[config.mk]
export PLATFORM = sky130hd
export DESIGN_NAME = ifu_errdp
export DESIGN_NICKNAME = d
export VERILOG_FILES = /design/src/source/ifu_err_pkg.sv /design/src/source/ifu_asi_src_if.sv /design/src/source/ifu_errdp.sv /design/src/source/ifu_asi_read.sv /design/src/source/ifu_err_addr_bank.sv /design/src/source/ifu_tag_check.sv
export SDC_FILE = /design/constraint.sdc
export NUM_CORES = 1
export LEC_CHECK = 0
export BUFFER_PORTS_ARGS = -buffer_cell sky130_fd_sc_hd__buf_2
export CORE_AREA = 2 2 225 227
export CTS_CLUSTER_SIZE = 20
export DETAILED_ROUTE_END_ITERATION = 16
export DIE_AREA = 0 0 227 229
export PLACE_DENSITY = 0.69
export REMOVE_ABC_BUFFERS = 1
export SLEW_MARGIN = 20
export SYNTH_ARGS = -nofsm -noshare
export SYNTH_HDL_FRONTEND = slang
export SYNTH_SLANG_ARGS = --single-unit
[constraint.sdc]
create_clock -name rclk -period 5.1 [get_ports rclk]
set_input_delay 0.255 -clock rclk [delete_from_list [all_inputs] [get_ports rclk]]
set_output_delay 0.255 -clock rclk [all_outputs]
set_load 0.01 [all_outputs]
[src/source/ifu_err_pkg.sv]
// shared widths, way count and select codes for the fetch error datapath
// the cache is assumed four-way with a 28 bit tag and one stored parity bit
// error addresses always cover bits 47:4, the low nibble is never kept
package ifu_err_pkg;

   // --------------------
   // sizes
   // --------------------

   // bits in one cache tag
   localparam int ic_tag_sz = 28;

   // ways in the instruction cache
   localparam int ic_num_way = 4;

   // --------------------
   // data words
   // --------------------

   // one way as staged, tag plus its stored parity bit
   // parity sits in the top bit, above the tag
   typedef logic [ic_tag_sz:0] way_word_t;

   // fetched instruction word including predecode bits
   typedef logic [33:0] fetch_word_t;

   // error address, bits 47 down to 4
   typedef logic [47:4] err_addr_t;

   // instruction mask
   typedef logic [38:0] imask_t;

   // one load-alternate read word
   typedef logic [63:0] asi_word_t;

   // --------------------
   // select codes
   // --------------------

   // source of the registered ASI read word
   // asi_none reads back zero
   typedef enum logic [2:0] {
      asi_none,
      asi_tag,
      asi_err_en,
      asi_err_stat,
      asi_err_inj,
      asi_err_addr,
      asi_imask,
      asi_icdata
   } asi_src_e;

   // what a thread error address register captures
   // eadr_asi_wr takes bits 47:4 of the ASI store data
   typedef enum logic [1:0] {
      eadr_irf,
      eadr_lsu,
      eadr_pc,
      eadr_asi_wr
   } eadr_src_e;

endpackage
[src/source/ifu_asi_src_if.sv]
// read words that the tag and error address blocks offer to the ASI mux
// all signals are plain levels, valid in the cycle they are produced
`timescale 1ns/10ps

interface ifu_asi_src_if;
   import ifu_err_pkg::*;

   // tag of the way picked for diagnostic reads
   logic                 tag_valid;
   logic                 tag_par;
   logic [ic_tag_sz-1:0] tag_word;

   // error address of the thread picked for reads
   err_addr_t            err_addr;

   modport tag_src
   (
      output tag_valid,
      output tag_par,
      output tag_word
   );

   modport eadr_src
   (
      output err_addr
   );

   modport sink
   (
      input tag_valid,
      input tag_par,
      input tag_word,
      input err_addr
   );

endinterface

[src/source/ifu_errdp.sv]
// fetch error datapath, tag and fetch parity, error addresses, ASI reads
// n_threads sets how many error address registers exist, 1 to 4
// all inputs are levels sampled on rclk, nothing stalls
`timescale 1ns/10ps

module ifu_errdp
#(
   parameter int n_threads = 4
)
(
   input  logic                                                 rclk,
   input  logic                                                 rst_n,
   // tag and fetch checks
   input  ifu_err_pkg::way_word_t [ifu_err_pkg::ic_num_way-1:0] ic_tags,
   input  logic [ifu_err_pkg::ic_num_way-1:0]                   ic_valid,
   input  logic [1:0]                                           asi_way,
   input  ifu_err_pkg::fetch_word_t                             fet_data,
   input  ifu_err_pkg::fetch_word_t                             top_data,
   output logic [ifu_err_pkg::ic_num_way-1:0]                   tag_pe,
   output logic                                                 fet_pe,
   output logic                                                 nir_pe,
   // error address sources
   input  logic [47:0]                                          pc_f,
   input  logic [7:0]                                           irf_reg,
   input  logic [7:0]                                           irf_synd,
   input  ifu_err_pkg::err_addr_t                               lsu_err_addr,
   input  logic [n_threads-1:0]                                 eadr_wr,
   input  ifu_err_pkg::eadr_src_e                               eadr_src,
   input  logic [1:0]                                           asi_thr,
   // ASI read and write
   input  logic [1:0]                                           err_en,
   input  logic [22:0]                                          err_stat,
   input  logic [31:0]                                          err_inj,
   input  ifu_err_pkg::fetch_word_t                             icdata,
   input  ifu_err_pkg::asi_word_t                               asi_wr_data,
   input  logic                                                 ld_imask,
   input  ifu_err_pkg::asi_src_e                                asi_src,
   output ifu_err_pkg::imask_t                                  imask,
   output ifu_err_pkg::asi_word_t                               ldxa_data
);

   ifu_asi_src_if src_if ();

   // --------------------
   // tag and fetch parity
   // --------------------
   ifu_tag_check u_tag_check
   (
      .rclk     (rclk),
      .rst_n    (rst_n),
      .ic_tags  (ic_tags),
      .ic_valid (ic_valid),
      .asi_way  (asi_way),
      .fet_data (fet_data),
      .top_data (top_data),
      .tag_pe   (tag_pe),
      .fet_pe   (fet_pe),
      .nir_pe   (nir_pe),
      .asi      (src_if.tag_src)
   );

   // --------------------
   // error addresses
   // --------------------
   ifu_err_addr_bank #(.n_threads(n_threads)) u_err_addr_bank
   (
      .rclk         (rclk),
      .rst_n        (rst_n),
      .pc_f         (pc_f),
      .irf_reg      (irf_reg),
      .irf_synd     (irf_synd),
      .lsu_err_addr (lsu_err_addr),
      .asi_wr_data  (asi_wr_data),
      .eadr_wr      (eadr_wr),
      .eadr_src     (eadr_src),
      .asi_thr      (asi_thr),
      .asi          (src_if.eadr_src)
   );

   // mask register and load-alternate result
   ifu_asi_read u_asi_read
   (
      .rclk        (rclk),
      .rst_n       (rst_n),
      .err_en      (err_en),
      .err_stat    (err_stat),
      .err_inj     (err_inj),
      .icdata      (icdata),
      .asi_wr_data (asi_wr_data),
      .ld_imask    (ld_imask),
      .asi_src     (asi_src),
      .asi         (src_if.sink),
      .imask       (imask),
      .ldxa_data   (ldxa_data)
   );

endmodule

[src/source/ifu_asi_read.sv]
// ldxa_data shows the source chosen in the previous cycle
// imask loads from the ASI store data and holds until the next load
// cache data comes back rotated right by one, bit 0 lands at bit 33
`timescale 1ns/10ps

module ifu_asi_read
(
   input  logic                       rclk,
   input  logic                       rst_n,
   input  logic [1:0]                 err_en,
   input  logic [22:0]                err_stat,
   input  logic [31:0]                err_inj,
   input  ifu_err_pkg::fetch_word_t   icdata,
   input  ifu_err_pkg::asi_word_t     asi_wr_data,
   input  logic                       ld_imask,
   input  ifu_err_pkg::asi_src_e      asi_src,
   ifu_asi_src_if.sink                asi,
   output ifu_err_pkg::imask_t        imask,
   output ifu_err_pkg::asi_word_t     ldxa_data
);
   import ifu_err_pkg::*;

   asi_word_t tag_word;
   asi_word_t eadr_word;
   asi_word_t icd_word;
   asi_word_t ldxa_nxt;

   // --------------------
   // instruction mask
   // --------------------
   always_ff @(posedge rclk)
   begin
      if (!rst_n)
         imask <= '0;
      else if (ld_imask)
         imask <= asi_wr_data[38:0];
   end

   // --------------------
   // read formatting
   // --------------------

   // valid at 34, parity at 32, tag in the low bits
   assign tag_word = {29'b0, asi.tag_valid, 1'b0, asi.tag_par, 4'b0, asi.tag_word};

   assign eadr_word = {16'b0, asi.err_addr, 4'b0};

   assign icd_word = {30'b0, icdata[0], icdata[33:1]};

   always_comb
   begin
      unique case (asi_src)
         asi_none:     ldxa_nxt = '0;
         asi_tag:      ldxa_nxt = tag_word;
         asi_err_en:   ldxa_nxt = {62'b0, err_en};
         asi_err_stat: ldxa_nxt = {32'b0, err_stat, 9'b0};
         asi_err_inj:  ldxa_nxt = {32'b0, err_inj};
         asi_err_addr: ldxa_nxt = eadr_word;
         asi_imask:    ldxa_nxt = {25'b0, imask};
         asi_icdata:   ldxa_nxt = icd_word;
      endcase
   end

   // --------------------
   // load-alternate register
   // --------------------
   always_ff @(posedge rclk)
   begin
      if (!rst_n)
         ldxa_data <= '0;
      else
         ldxa_data <= ldxa_nxt;
   end

   // every 3 bit code names a source, so only an undriven select is illegal
   a_asi_src_legal : assert property (@(posedge rclk) disable iff (!rst_n)
      !$isunknown(asi_src));

endmodule

[src/source/ifu_err_addr_bank.sv]
// one error address register per thread, n_threads from 1 to 4
// pc source is two cycles old, irf and lsu sources are one cycle old
// several threads may capture the same source in one cycle
// asi_thr must name an existing thread
`timescale 1ns/10ps

module ifu_err_addr_bank
#(
   parameter int n_threads = 4
)
(
   input  logic                     rclk,
   input  logic                     rst_n,
   input  logic [47:0]              pc_f,
   input  logic [7:0]               irf_reg,
   input  logic [7:0]               irf_synd,
   input  ifu_err_pkg::err_addr_t   lsu_err_addr,
   input  ifu_err_pkg::asi_word_t   asi_wr_data,
   input  logic [n_threads-1:0]     eadr_wr,
   input  ifu_err_pkg::eadr_src_e   eadr_src,
   input  logic [1:0]               asi_thr,
   ifu_asi_src_if.eadr_src          asi
);
   import ifu_err_pkg::*;

   err_addr_t pc_s1;
   err_addr_t pc_d1;
   logic [7:0] irf_reg_w;
   logic [7:0] irf_synd_w;
   logic [7:0] irf_reg_fix;
   err_addr_t irf_eadr;
   err_addr_t lsu_eadr_w;
   err_addr_t eadr_nxt;
   err_addr_t eadr_q [n_threads];

   // --------------------
   // source staging
   // --------------------

   // low pc nibble is never part of an error address
   always_ff @(posedge rclk)
   begin
      if (!rst_n)
      begin
         pc_s1      <= '0;
         pc_d1      <= '0;
         irf_reg_w  <= '0;
         irf_synd_w <= '0;
         lsu_eadr_w <= '0;
      end
      else
      begin
         pc_s1      <= pc_f[47:4];
         pc_d1      <= pc_s1;
         irf_reg_w  <= irf_reg;
         irf_synd_w <= irf_synd;
         lsu_eadr_w <= lsu_err_addr;
      end
   end

   // register number bit 4 corrected by the window bits around it
   assign irf_reg_fix = {irf_reg_w[7:5],
                         irf_reg_w[4] ^ (irf_reg_w[5] & irf_reg_w[3]),
                         irf_reg_w[3:0]};

   // syndrome above the register number, nibble gap between them
   assign irf_eadr = {24'b0, irf_synd_w, 4'b0, irf_reg_fix};

   // --------------------
   // capture
   // --------------------
   always_comb
   begin
      unique case (eadr_src)
         eadr_irf:    eadr_nxt = irf_eadr;
         eadr_lsu:    eadr_nxt = lsu_eadr_w;
         eadr_pc:     eadr_nxt = pc_d1;
         eadr_asi_wr: eadr_nxt = asi_wr_data[47:4];
      endcase
   end

   // unselected threads keep their address
   always_ff @(posedge rclk)
   begin
      if (!rst_n)
      begin
         for (int t = 0; t < n_threads; t++)
            eadr_q[t] <= '0;
      end
      else
      begin
         for (int t = 0; t < n_threads; t++)
         begin
            if (eadr_wr[t])
               eadr_q[t] <= eadr_nxt;
         end
      end
   end

   // --------------------
   // read side
   // --------------------
   assign asi.err_addr = eadr_q[asi_thr];

   // a thread beyond n_threads has no register behind it
   a_asi_thr_range : assert property (@(posedge rclk) disable iff (!rst_n)
      asi_thr < n_threads);

endmodule

[src/source/ifu_tag_check.sv]
// tag parity is checked on the copy staged one cycle after the tag input
// fetch parity is combinational on the current words, no staging
// even parity, a set error bit means an odd number of ones was seen
`timescale 1ns/10ps

module ifu_tag_check
(
   input  logic                                                 rclk,
   input  logic                                                 rst_n,
   input  ifu_err_pkg::way_word_t [ifu_err_pkg::ic_num_way-1:0] ic_tags,
   input  logic [ifu_err_pkg::ic_num_way-1:0]                   ic_valid,
   input  logic [1:0]                                           asi_way,
   input  ifu_err_pkg::fetch_word_t                             fet_data,
   input  ifu_err_pkg::fetch_word_t                             top_data,
   output logic [ifu_err_pkg::ic_num_way-1:0]                   tag_pe,
   output logic                                                 fet_pe,
   output logic                                                 nir_pe,
   ifu_asi_src_if.tag_src                                       asi
);
   import ifu_err_pkg::*;

   way_word_t [ic_num_way-1:0] tags_s1;
   logic [ic_num_way-1:0]      valid_s1;
   way_word_t                  asi_tag_s1;

   // --------------------
   // tag staging
   // --------------------
   always_ff @(posedge rclk)
   begin
      if (!rst_n)
      begin
         tags_s1  <= '0;
         valid_s1 <= '0;
      end
      else
      begin
         tags_s1  <= ic_tags;
         valid_s1 <= ic_valid;
      end
   end

   // per-way parity over tag and stored bit
   always_comb
   begin
      for (int w = 0; w < ic_num_way; w++)
         tag_pe[w] = ^tags_s1[w];
   end

   // --------------------
   // fetch parity
   // --------------------
   assign fet_pe = ^fet_data;
   assign nir_pe = ^top_data;

   // --------------------
   // diagnostic tag read
   // --------------------
   assign asi_tag_s1 = tags_s1[asi_way];

   assign asi.tag_word  = asi_tag_s1[ic_tag_sz-1:0];
   assign asi.tag_par   = asi_tag_s1[ic_tag_sz];
   assign asi.tag_valid = valid_s1[asi_way];

   // way select comes from the ASI decode and must be driven out of reset,
   // an unknown here would reach ldxa_data a cycle later
   a_asi_way_known : assert property (@(posedge rclk) disable iff (!rst_n)
      !$isunknown(asi_way));

endmodule

**Yosys cells after proc, flatten, opt, wreduce, memory -nomap -nowiden**

Memory sizes are Yosys's and may differ from the RTL's.
Index checks and enable logic that the tools add are counted.

- Magnitude comparators: 1
- Eq/ne operators: 10
- Multiplexer cells: 23
- Bitwise operators: 6
- Reductions and logical operators: 8

Operator list:

| operator | number |
|---|---|
| $pmux W64 S8 | 1 |
| $mux W44 | 4 |
| $pmux W44 S4 | 1 |
| $reduce_xor A29 Y1 | 4 |
| $reduce_xor A34 Y1 | 2 |
| $bmux W29 S2 | 1 |
| $mux W29 | 1 |
| $mux W1 | 14 |
| $eq A3 B3 Y1 const B | 4 |
| $eq A3 B2 Y1 const B | 2 |
| $eq A2 B2 Y1 const B | 2 |
| $or A1 B1 Y1 | 4 |
| $eq A3 B1 Y1 const B | 1 |
| $logic_not A3 Y1 | 1 |
| $lt A2 B3 Y1 const B | 1 |
| $bmux W1 S2 | 1 |
| $eq A2 B1 Y1 const B | 1 |
| $logic_not A2 Y1 | 1 |
| $and A1 B1 Y1 | 1 |
| $xor A1 B1 Y1 | 1 |

- Register bits: 371
- Bits in writable memories: 176
- Bits of input ports: 467
- Memories: 1

Memory list:

| name | words | width | read ports | clocked after memory_dff | wr ports | line | source |
|---|---|---|---|---|---|---|---|
| u_err_addr_bank.eadr_q | 4 | 44 | 1 | 0 | 4 | ifu_err_addr_bank.sv:34 | `err_addr_t eadr_q [n_threads];` |

**Longest topological paths before layout**

Gate-level depths: netlist of the first run.

- Depth after elaboration: 4
- Gate-level depth with buffers: 8
- Gate-level depth less buffers: 5

**Cells and area by module**

Synthesis of the first run repeated with hierarchy kept, for this count alone.

- Cell total of the unflattened synthesis: 1734
- Area, all modules: 22318.9 sq um

By module, submodules not included:

| module | instances | cells each | area an instance (sq um) | seq. area each (sq um) |
|---|---|---|---|---|
| ifu_err_addr_bank | 1 | 840 | 12406.9 | 8247.9 |
| ifu_tag_check | 1 | 465 | 5472.7 | 2402.3 |
| ifu_asi_read | 1 | 429 | 4439.3 | 1741.7 |

**Worst setup path before layout of the first run**

No wires, ideal clock.

- Path kind: input -> register
- Start point: in rst_n
- End point: mem u_err_addr_bank.eadr_q[0][0] (netlist name), enable pin
- Library setup time: 408 ps
- Arrival time: 1474 ps
- Required time: 4692 ps
- Path slack: 3217 ps
- Stages on the path: 2
- Buffers on the path: 1
- Cell sequence: clkbuf_1 > nand2b_1

RTL lines:

| element | line | source |
|---|---|---|
| start: declaration | ifu_errdp.sv:12 | `input logic rst_n,` |
| end: declaration | ifu_err_addr_bank.sv:34 |  |

**Worst setup path after layout of the first run**

- Start point: reg u_tag_check.tags_s1[57] (netlist name)
- End point: out tag_pe[1] (netlist name)

- Cells in the longest elaborated chain, start to end: 1

RTL lines:

| element | line | source |
|---|---|---|
| start: declaration | ifu_tag_check.sv:22 | `way_word_t [ic_num_way-1:0] tags_s1;` |
| start signal: assignment | ifu_tag_check.sv:38 | `tags_s1 <= ic_tags;` |
| $reduce_xor A29 Y1 | ifu_tag_check.sv:47 | `tag_pe[w] = ^tags_s1[w];` |
| end: declaration | ifu_errdp.sv:19 | `output logic [ifu_err_pkg::ic_num_way-1:0] tag_pe,` |

Every way passes these cells.

==> results of run 1 <==
## worst register-to-register path: cells and delay by family (launching register included)
kind	cells	cell delay (ns)
flip-flops	1	0.38
AO/OA/AOI/OAI	1	0.21
AND/OR/NAND/NOR	1	0.06
multiplexers	2	1.06
## power by group through the flow
stage / Clock, mW / Combinational (mW) / Sequential (mW)
2_1_floorplan: 0 / 0.817 / 4.78
3_3_place_gp: 0 / 1.46 / 4.78
3_5_place_dp: 0 / 1.48 / 4.79
4_1_cts: 4.16 / 1.65 / 4.70
5_1_grt: 4.34 / 1.78 / 4.72
6_report: 4.09 / 1.66 / 4.70
## worst min path at each step
stage | from | end | slack, ns | cells after the start
floorplan | rst_n | u_err_addr_bank.irf_reg_w[0] | 0.38 | 1
global placement | u_err_addr_bank.pc_s1[27] | u_err_addr_bank.pc_d1[27] | 0.41 | 1
detailed placement | u_err_addr_bank.pc_s1[29] | u_err_addr_bank.pc_d1[29] | 0.42 | 1
CTS | icdata[3] | u_asi_read.ldxa_data[2] | 0.03 | 5
global route | err_inj[19] | u_asi_read.ldxa_data[19] | 0.07 | 4
finish | icdata[3] | u_asi_read.ldxa_data[2] | 0.06 | 5
## routing by layer
layer	track usage	wire (um)
met2	0.449	34100
met3	0.0520	4670
met1	0.303	26500
met4	0.105	2410
met5	0	0
## synth_stat cells (all sizes together)
cell type / number
o22ai: 6
nand2b: 5
o31ai: 1
mux2: 58
xnor2: 150
a22o: 18
nor2b: 79
a31oi: 2
a21oi: 8
nand2: 22
a222oi: 5
clkbuf: 83
and3: 45
o21ai: 15
buf: 50
a32oi: 3
conb: 1
dfxtp: 355
edfxtp: 176
mux4: 94
mux2i: 66
xor2: 25
nor2: 143
xnor3: 2
and2: 268
a22oi: 53
nand3: 5
## cells by family after synthesis
kind of cell / synth area share
AOI/OAI and AO/OA: 0.0366
muxes: 0.157
and+or+nand+nor: 0.142
xor gates and xnor gates: 0.0718
buffers and inverters: 0.0285
DFF: 0.564
other: 0.000171
## flip-flops by register name (all words and copies together), names as in the netlist
name,flops
u_err_addr_bank.eadr_q,176
u_err_addr_bank.irf_reg_w,8
u_tag_check.valid_s1,4
u_tag_check.tags_s1,116
u_err_addr_bank.pc_d1,44
u_err_addr_bank.lsu_eadr_w,44
u_err_addr_bank.irf_synd_w,8
u_asi_read.imask,39
u_asi_read.ldxa_data,48
u_err_addr_bank.pc_s1,44
## layout make-up
type,instances,area (sq um)
flip-flops and latches,531,12400
multi-input cells,1089,9060
diodes,4,10.0
fillers,3923,19900
repair buffers,829,5560
well taps,672,841
clock inverters,22,231
clock buffers,81,1640
## stage by stage
step / total power, mW / cell area (sq um) / instances / setup slack [ns]
2_1_floorplan: 5.60 / 21400 / 1620 / 2.96
3_3_place_gp: 6.24 / 25200 / 2853 / 2.29
3_5_place_dp: 6.27 / 25200 / 2853 / 2.27
4_1_cts: 10.5 / 29700 / 3224 / 2.63
5_1_grt: 10.8 / 29700 / 3227 / 2.58
6_report: 10.5 / 29700 / 3228 / 2.67
==> reports/results.ini, run 1 <==
[outcome]
outcome = finished clean

[placement]
post_dp_hpwl_um = 43800
routabilityCongestion = 0.903
place.port_buffers = 539

[timing]
hold_slack_ns = 0.0590
final.setup_skew_ns = 0.0177
max-slew-margin-rel = 0.247
hold_viol = 0
rsz0062_at_grt = false
highest_clock_rate_ghz = 0.411
setup_tns_ns = 0
layout_worst_path_cycle_share = 0.477
report.final.slew_viol_count = 0
fin_crit_ns = 2.43
max_slew.worst_pin.slew_ns = 1.13
final_number_of_setup_violating_endpoints = 0

[synthesis]
netlist_top_cells_area = sky130_fd_sc_hd__dfxtp_1 32%, sky130_fd_sc_hd__edfxtp_1 24%, sky130_fd_sc_hd__mux4_2 9.1%, sky130_fd_sc_hd__and2_1 7.6%, sky130_fd_sc_hd__xnor2_1 6.0%
postSynthRegisterBits = 531
synth_top_area_share = 0.323
synthDistinctLibCells = 32
synthesis.area_per_instance_sq_um = 12.6
synth-warning-count = 0
yosysTopAreaCell = sky130_fd_sc_hd__dfxtp_1
synth.yosys.seq_area_share = 0.564
netlist_area_sq_um = 22000
synthesis.instances = 1738

[critical_path]
cp_slowest_cell = sky130_fd_sc_hd__xnor2_1
cp-startpoint = u_tag_check.tags_s1[57]
cpPeakStageDelay_ns = 0.34
critPathRequiredTime_ns = 4.85
reg2regPathDepth = 4
worst_ep_arrival_time_ns = 2.18
timing.setup.critical_path_class = reg2out
critical_path_depth = 6
endpoint = tag_pe[1]
critPathCaptureType = output pin
setup.reg_to_reg.worst_slack_ns = 3.26
critical_path.n_buffers_inverters = 1
r2r_end = u_asi_read.ldxa_data[5]
critical_path.startpoint_type = flip-flop
family_of_cells_with_the_greatest_summed_delay_on_the_critical_path = XOR/XNOR gates
timing.critical_path.mode_cell = sky130_fd_sc_hd__xnor2_1
cp_max_fo = 2
rr_startpoint = u_err_addr_bank.eadr_q[2][1]
timing.critical_path.cells = xnor2_1 > xnor2_1 > xnor2_1 > xnor2_1 > xnor2_1 > buf_2

[hold_path]
worstHoldPathType = in2reg

[cells_and_area]
post_route_cells_drive_above_1_share = 0.317
final_cell_mix = 534 x sky130_fd_sc_hd__buf_2, 355 x sky130_fd_sc_hd__dfxtp_1, 268 x sky130_fd_sc_hd__and2_1, 268 x sky130_fd_sc_hd__dlygate4sd3_1, 176 x sky130_fd_sc_hd__edfxtp_1
finalNetCount = 2973
syn_to_final_growth_pct = 35.3
mostFrequentLayoutCell = sky130_fd_sc_hd__buf_2
fin_util = 0.599

[floorplanning]
die_width_um = 227
pin_count = 576
floorplan.initialDensity = 0.443
fp-row-count = 82
die_y_um = 229
core_area_sq_um = 49700
die_area_sq_um = 52000

[clock_network]
worstSkewPairLatency_ns = 0.62
tritoncts.num_buffers = 55
sinks_on_the_clock_net = 531
clk_transition_reported_paths_ns = 0.06
clock_tree.buffer_depth = 3
cts_tree = yes
postCtsResizedCells = 0
ctsHtreeMaxLevel = 2
ctsHoldBuffers = 268
root_buffer = sky130_fd_sc_hd__clkbuf_16
cts.repair_timing.setup_buffer_count = 0

[power_and_ir_drop]
p_int_mw = 7.86
total_switching_power_mw = 2.59
pwr_density_cell_nw_per_um2 = 351
ir_worst_vdd_v = 0.000297
swShare = 0.247
comb_power_share = 0.158
pwr-share-seq = 0.450
power_frac_clock = 0.392
p_leak_nw = 12.7

[detailed_routing]
via_per_inst = 5.05
vias = 16300
routedWlPerCell_um = 21.0
detail_route_antenna_nets = 0
drcViolationCount = 0
detail_route.iter0.violations = 955
route.final.wire_length_um = 67700
drt_first_pass_iters = 7

[grt]
first_global_vias = 17400
grt_util_all_layers = 0.255
grt_pass1_wl_um = 99900
grt_max_degree = 115
initial_antenna_violation_count = 6
global_route.overflow_total = 0

[flow_run]
number_of_max_cap_violations = 0

Power figures use the tool's default switching activity.
==> inputs of run 2 (changes only) <==
CORE_AREA = 2 2 224 226   (was 2 2 225 227)
DIE_AREA = 0 0 226 228   (was 0 0 227 229)
PLACE_DENSITY = 0.72   (was 0.69)
clock period = 2.2 ns   (was 5.1 ns; I/O delays follow)
==> run 2 against run 1 <==
The run now ends with setup timing left; sequential share of layout area is 1.5 points lower; global-route usage grew 2.1 points; clock power rose by 130%; sequential power is 130% higher; largest cell class unchanged.
==> reports/results.ini, run 2 (synthesized netlist as in run 1, its figures left out) <==
[power_and_ir_drop]
swShare = 0.253  ; +0.00511
ir_worst_vdd_v = 0.000545  ; +84%
pwr-share-seq = 0.447  ; -0.003
p_leak_nw = 13.3  ; +4.8%
p_int_mw = 18.3  ; +130%
total_switching_power_mw = 6.19  ; +140%
power_frac_clock = 0.382  ; -0.010
power.total_mw = 24.5  ; +130%
comb_power_share = 0.171  ; +0.013
pwr_density_cell_nw_per_um2 = 793  ; +130%

[grt]
first_global_vias = 18300  ; +4.7%
grt_max_degree = 102  ; -11%
global_route.overflow_total = 0  ; unchanged
grt_util_all_layers = 0.277  ; +0.0214
grt_pass1_wl_um = 107000  ; +7.1%
initial_antenna_violation_count = 12  ; +6

[placement]
routabilityCongestion = 0.918  ; +1.6%
place_inst = 2884  ; +1.1%
placed_instance_area_sq_um = 25600  ; +1.6%
placement_setup_slack_ns = 0.238  ; -2.03 ns
place.port_buffers = 539  ; unchanged
post_dp_hpwl_um = 46600  ; +6.2%

[cells_and_area]
final_cell_count_no_fill = 3302  ; +2.3%
final.fill_count = 3624  ; -7.6%
largest_register_ff_count = 176  ; unchanged
registers.top_by_ff_count = u_err_addr_bank.eadr_q
finalNetCount = 3043  ; +2.4%
mostFrequentLayoutCell = sky130_fd_sc_hd__buf_2
largestRegisters = u_err_addr_bank.eadr_q (176), u_tag_check.tags_s1 (116), u_asi_read.ldxa_data (48)
design_area_sq_um = 30900  ; +3.9%
final_cell_mix = 534 x sky130_fd_sc_hd__buf_2, 332 x sky130_fd_sc_hd__dfxtp_1, 306 x sky130_fd_sc_hd__dlygate4sd3_1
fin_util = 0.626  ; +0.0275
syn_to_final_growth_pct = 40.6
post_route_cells_drive_above_1_share = 0.347  ; +0.0307

[critical_path]
critical_path.startpoint_type = flip-flop
worst_ep_arrival_time_ns = 2.11  ; -0.07 ns
critPathCaptureType = output pin
cp_max_fo = 2  ; unchanged
timing.setup.critical_path_class = reg2out
critPathRequiredTime_ns = 2.09  ; -2.76 ns

[timing]
max_slew.worst_pin.slew_ns = 0.883  ; -0.243 ns
final.setup_skew_ns = 0.0119  ; -0.00581 ns
report.final.slew_viol_count = 0  ; unchanged
timing.final.ws_setup_ns = -0.0208  ; -2.69 ns
setup_tns_ns = -0.0364  ; -0.0364 ns
max-slew-margin-rel = 0.409  ; +0.163
hold_viol = 0  ; unchanged
rsz0062_at_grt = true
layout_worst_path_cycle_share = 1.01
fin_crit_ns = 2.22
highest_clock_rate_ghz = 0.450
final_number_of_setup_violating_endpoints = 2  ; +2
hold_slack_ns = 0.0134  ; -0.0457 ns

[clock_network]
tritoncts.num_buffers = 55  ; unchanged
worstSkewPairLatency_ns = 0.61  ; about the same
root_buffer = sky130_fd_sc_hd__clkbuf_16
clock_tree.buffer_depth = 3  ; unchanged
cts_tree = yes
sinks_on_the_clock_net = 531  ; unchanged
ctsHtreeMaxLevel = 2  ; unchanged
clk_transition_reported_paths_ns = 0.06  ; about the same

[detailed_routing]
detail_route.iter0.violations = 1349  ; +41%
routedWlPerCell_um = 22.2  ; +6.0%
vias = 16900  ; +4.0%
drcViolationCount = 0  ; unchanged
detail_route_antenna_nets = 0  ; unchanged
via_per_inst = 5.13  ; +1.6%
drt_first_pass_iters = 5  ; -2
route.final.wire_length_um = 73400  ; +8.4%

[floorplanning]
core_area_sq_um = 49300  ; -0.62%
pin_count = 576  ; unchanged
floorplan.initialDensity = 0.445  ; +0.00276
fp-row-count = 82  ; unchanged
die_y_um = 228  ; -0.44%
die_width_um = 226  ; -0.44%
die_area_sq_um = 51500  ; -0.88%

[outcome]
failed_checks = setup timing
outcome = finished, violations left

[hold_path]
worstHoldPathType = in2reg

[flow_run]
number_of_max_cap_violations = 0  ; unchanged

## run 2: cell types whose count changed in the layout (fill, tap and decap cells not counted), sizes merged
cell         previous run  this run
clkinv                 16        12
dlygate4sd3           268       306
clkinvlp                2         1
bufinv                  3         1
clkbuf                 82        84
inv                     1         3
buf                   560       593
diode                   4        10
## run 2: timing repair
item / in CTS / in global routing
resized for setup: 19 / 55
hold buffers: 306 / 0
setup buffers: 0 / 1
endpoints found under the setup margin: 4 / 4
cloned: 0 / 0
hold endpoints to repair: 297 / 0
pin swaps: 19 / 34
## run 2: path summary, 6_finish.rpt
kind / startpoint / to / slack, ns / depth (start not counted)
setup / recovery: u_tag_check.tags_s1[48] / tag_pe[1] / -0.02 / 6
hold / removal: icdata[32] / u_asi_read.ldxa_data[31] / 0.01 / 5
setup reg to reg: u_err_addr_bank.eadr_q[1][2] / u_asi_read.ldxa_data[6] / 0.37 / 4
hold reg to reg: u_err_addr_bank.pc_s1[29] / u_err_addr_bank.pc_d1[29] / 0.42 / 1
## run 2: power by group through the flow
stage | Combinational (mW) | Clock (mW) | Sequential (mW)
after floorplan | 1.89 | 0 | 11.1
final | 4.20 | 9.37 | 10.9
after global routing | 4.46 | 9.88 | 11.0
after CTS | 4.04 | 9.48 | 10.9
after detailed placement | 3.54 | 0 | 11.1
after global placement | 3.50 | 0 | 11.1
## run 2: layout make-up
type                    count  area (sq um)  share of cell area
diodes                     10          25.0            0.000810
repair buffers            899          6350               0.205
multi-input cells        1089          9440               0.305
flip-flops and latches    531         12400               0.402
clock buffers              84          1680              0.0545
well taps                 672           841              0.0272
clock inverters            17           149             0.00482
## run 2: layer usage
metal  share of wire  track usage
met5         0.00031            0
met4           0.047        0.141
met3           0.065       0.0497
met2            0.50        0.474
met1            0.39        0.333
## run 2: worst max-delay path, stage by stage, from the launching register on
cell                      delay (ns)
sky130_fd_sc_hd__dfxtp_2        0.35
sky130_fd_sc_hd__xnor2_2        0.17
sky130_fd_sc_hd__xnor2_2        0.30
sky130_fd_sc_hd__xnor2_2        0.17
sky130_fd_sc_hd__xnor2_1        0.15
sky130_fd_sc_hd__xnor2_1        0.17
sky130_fd_sc_hd__buf_2          0.19
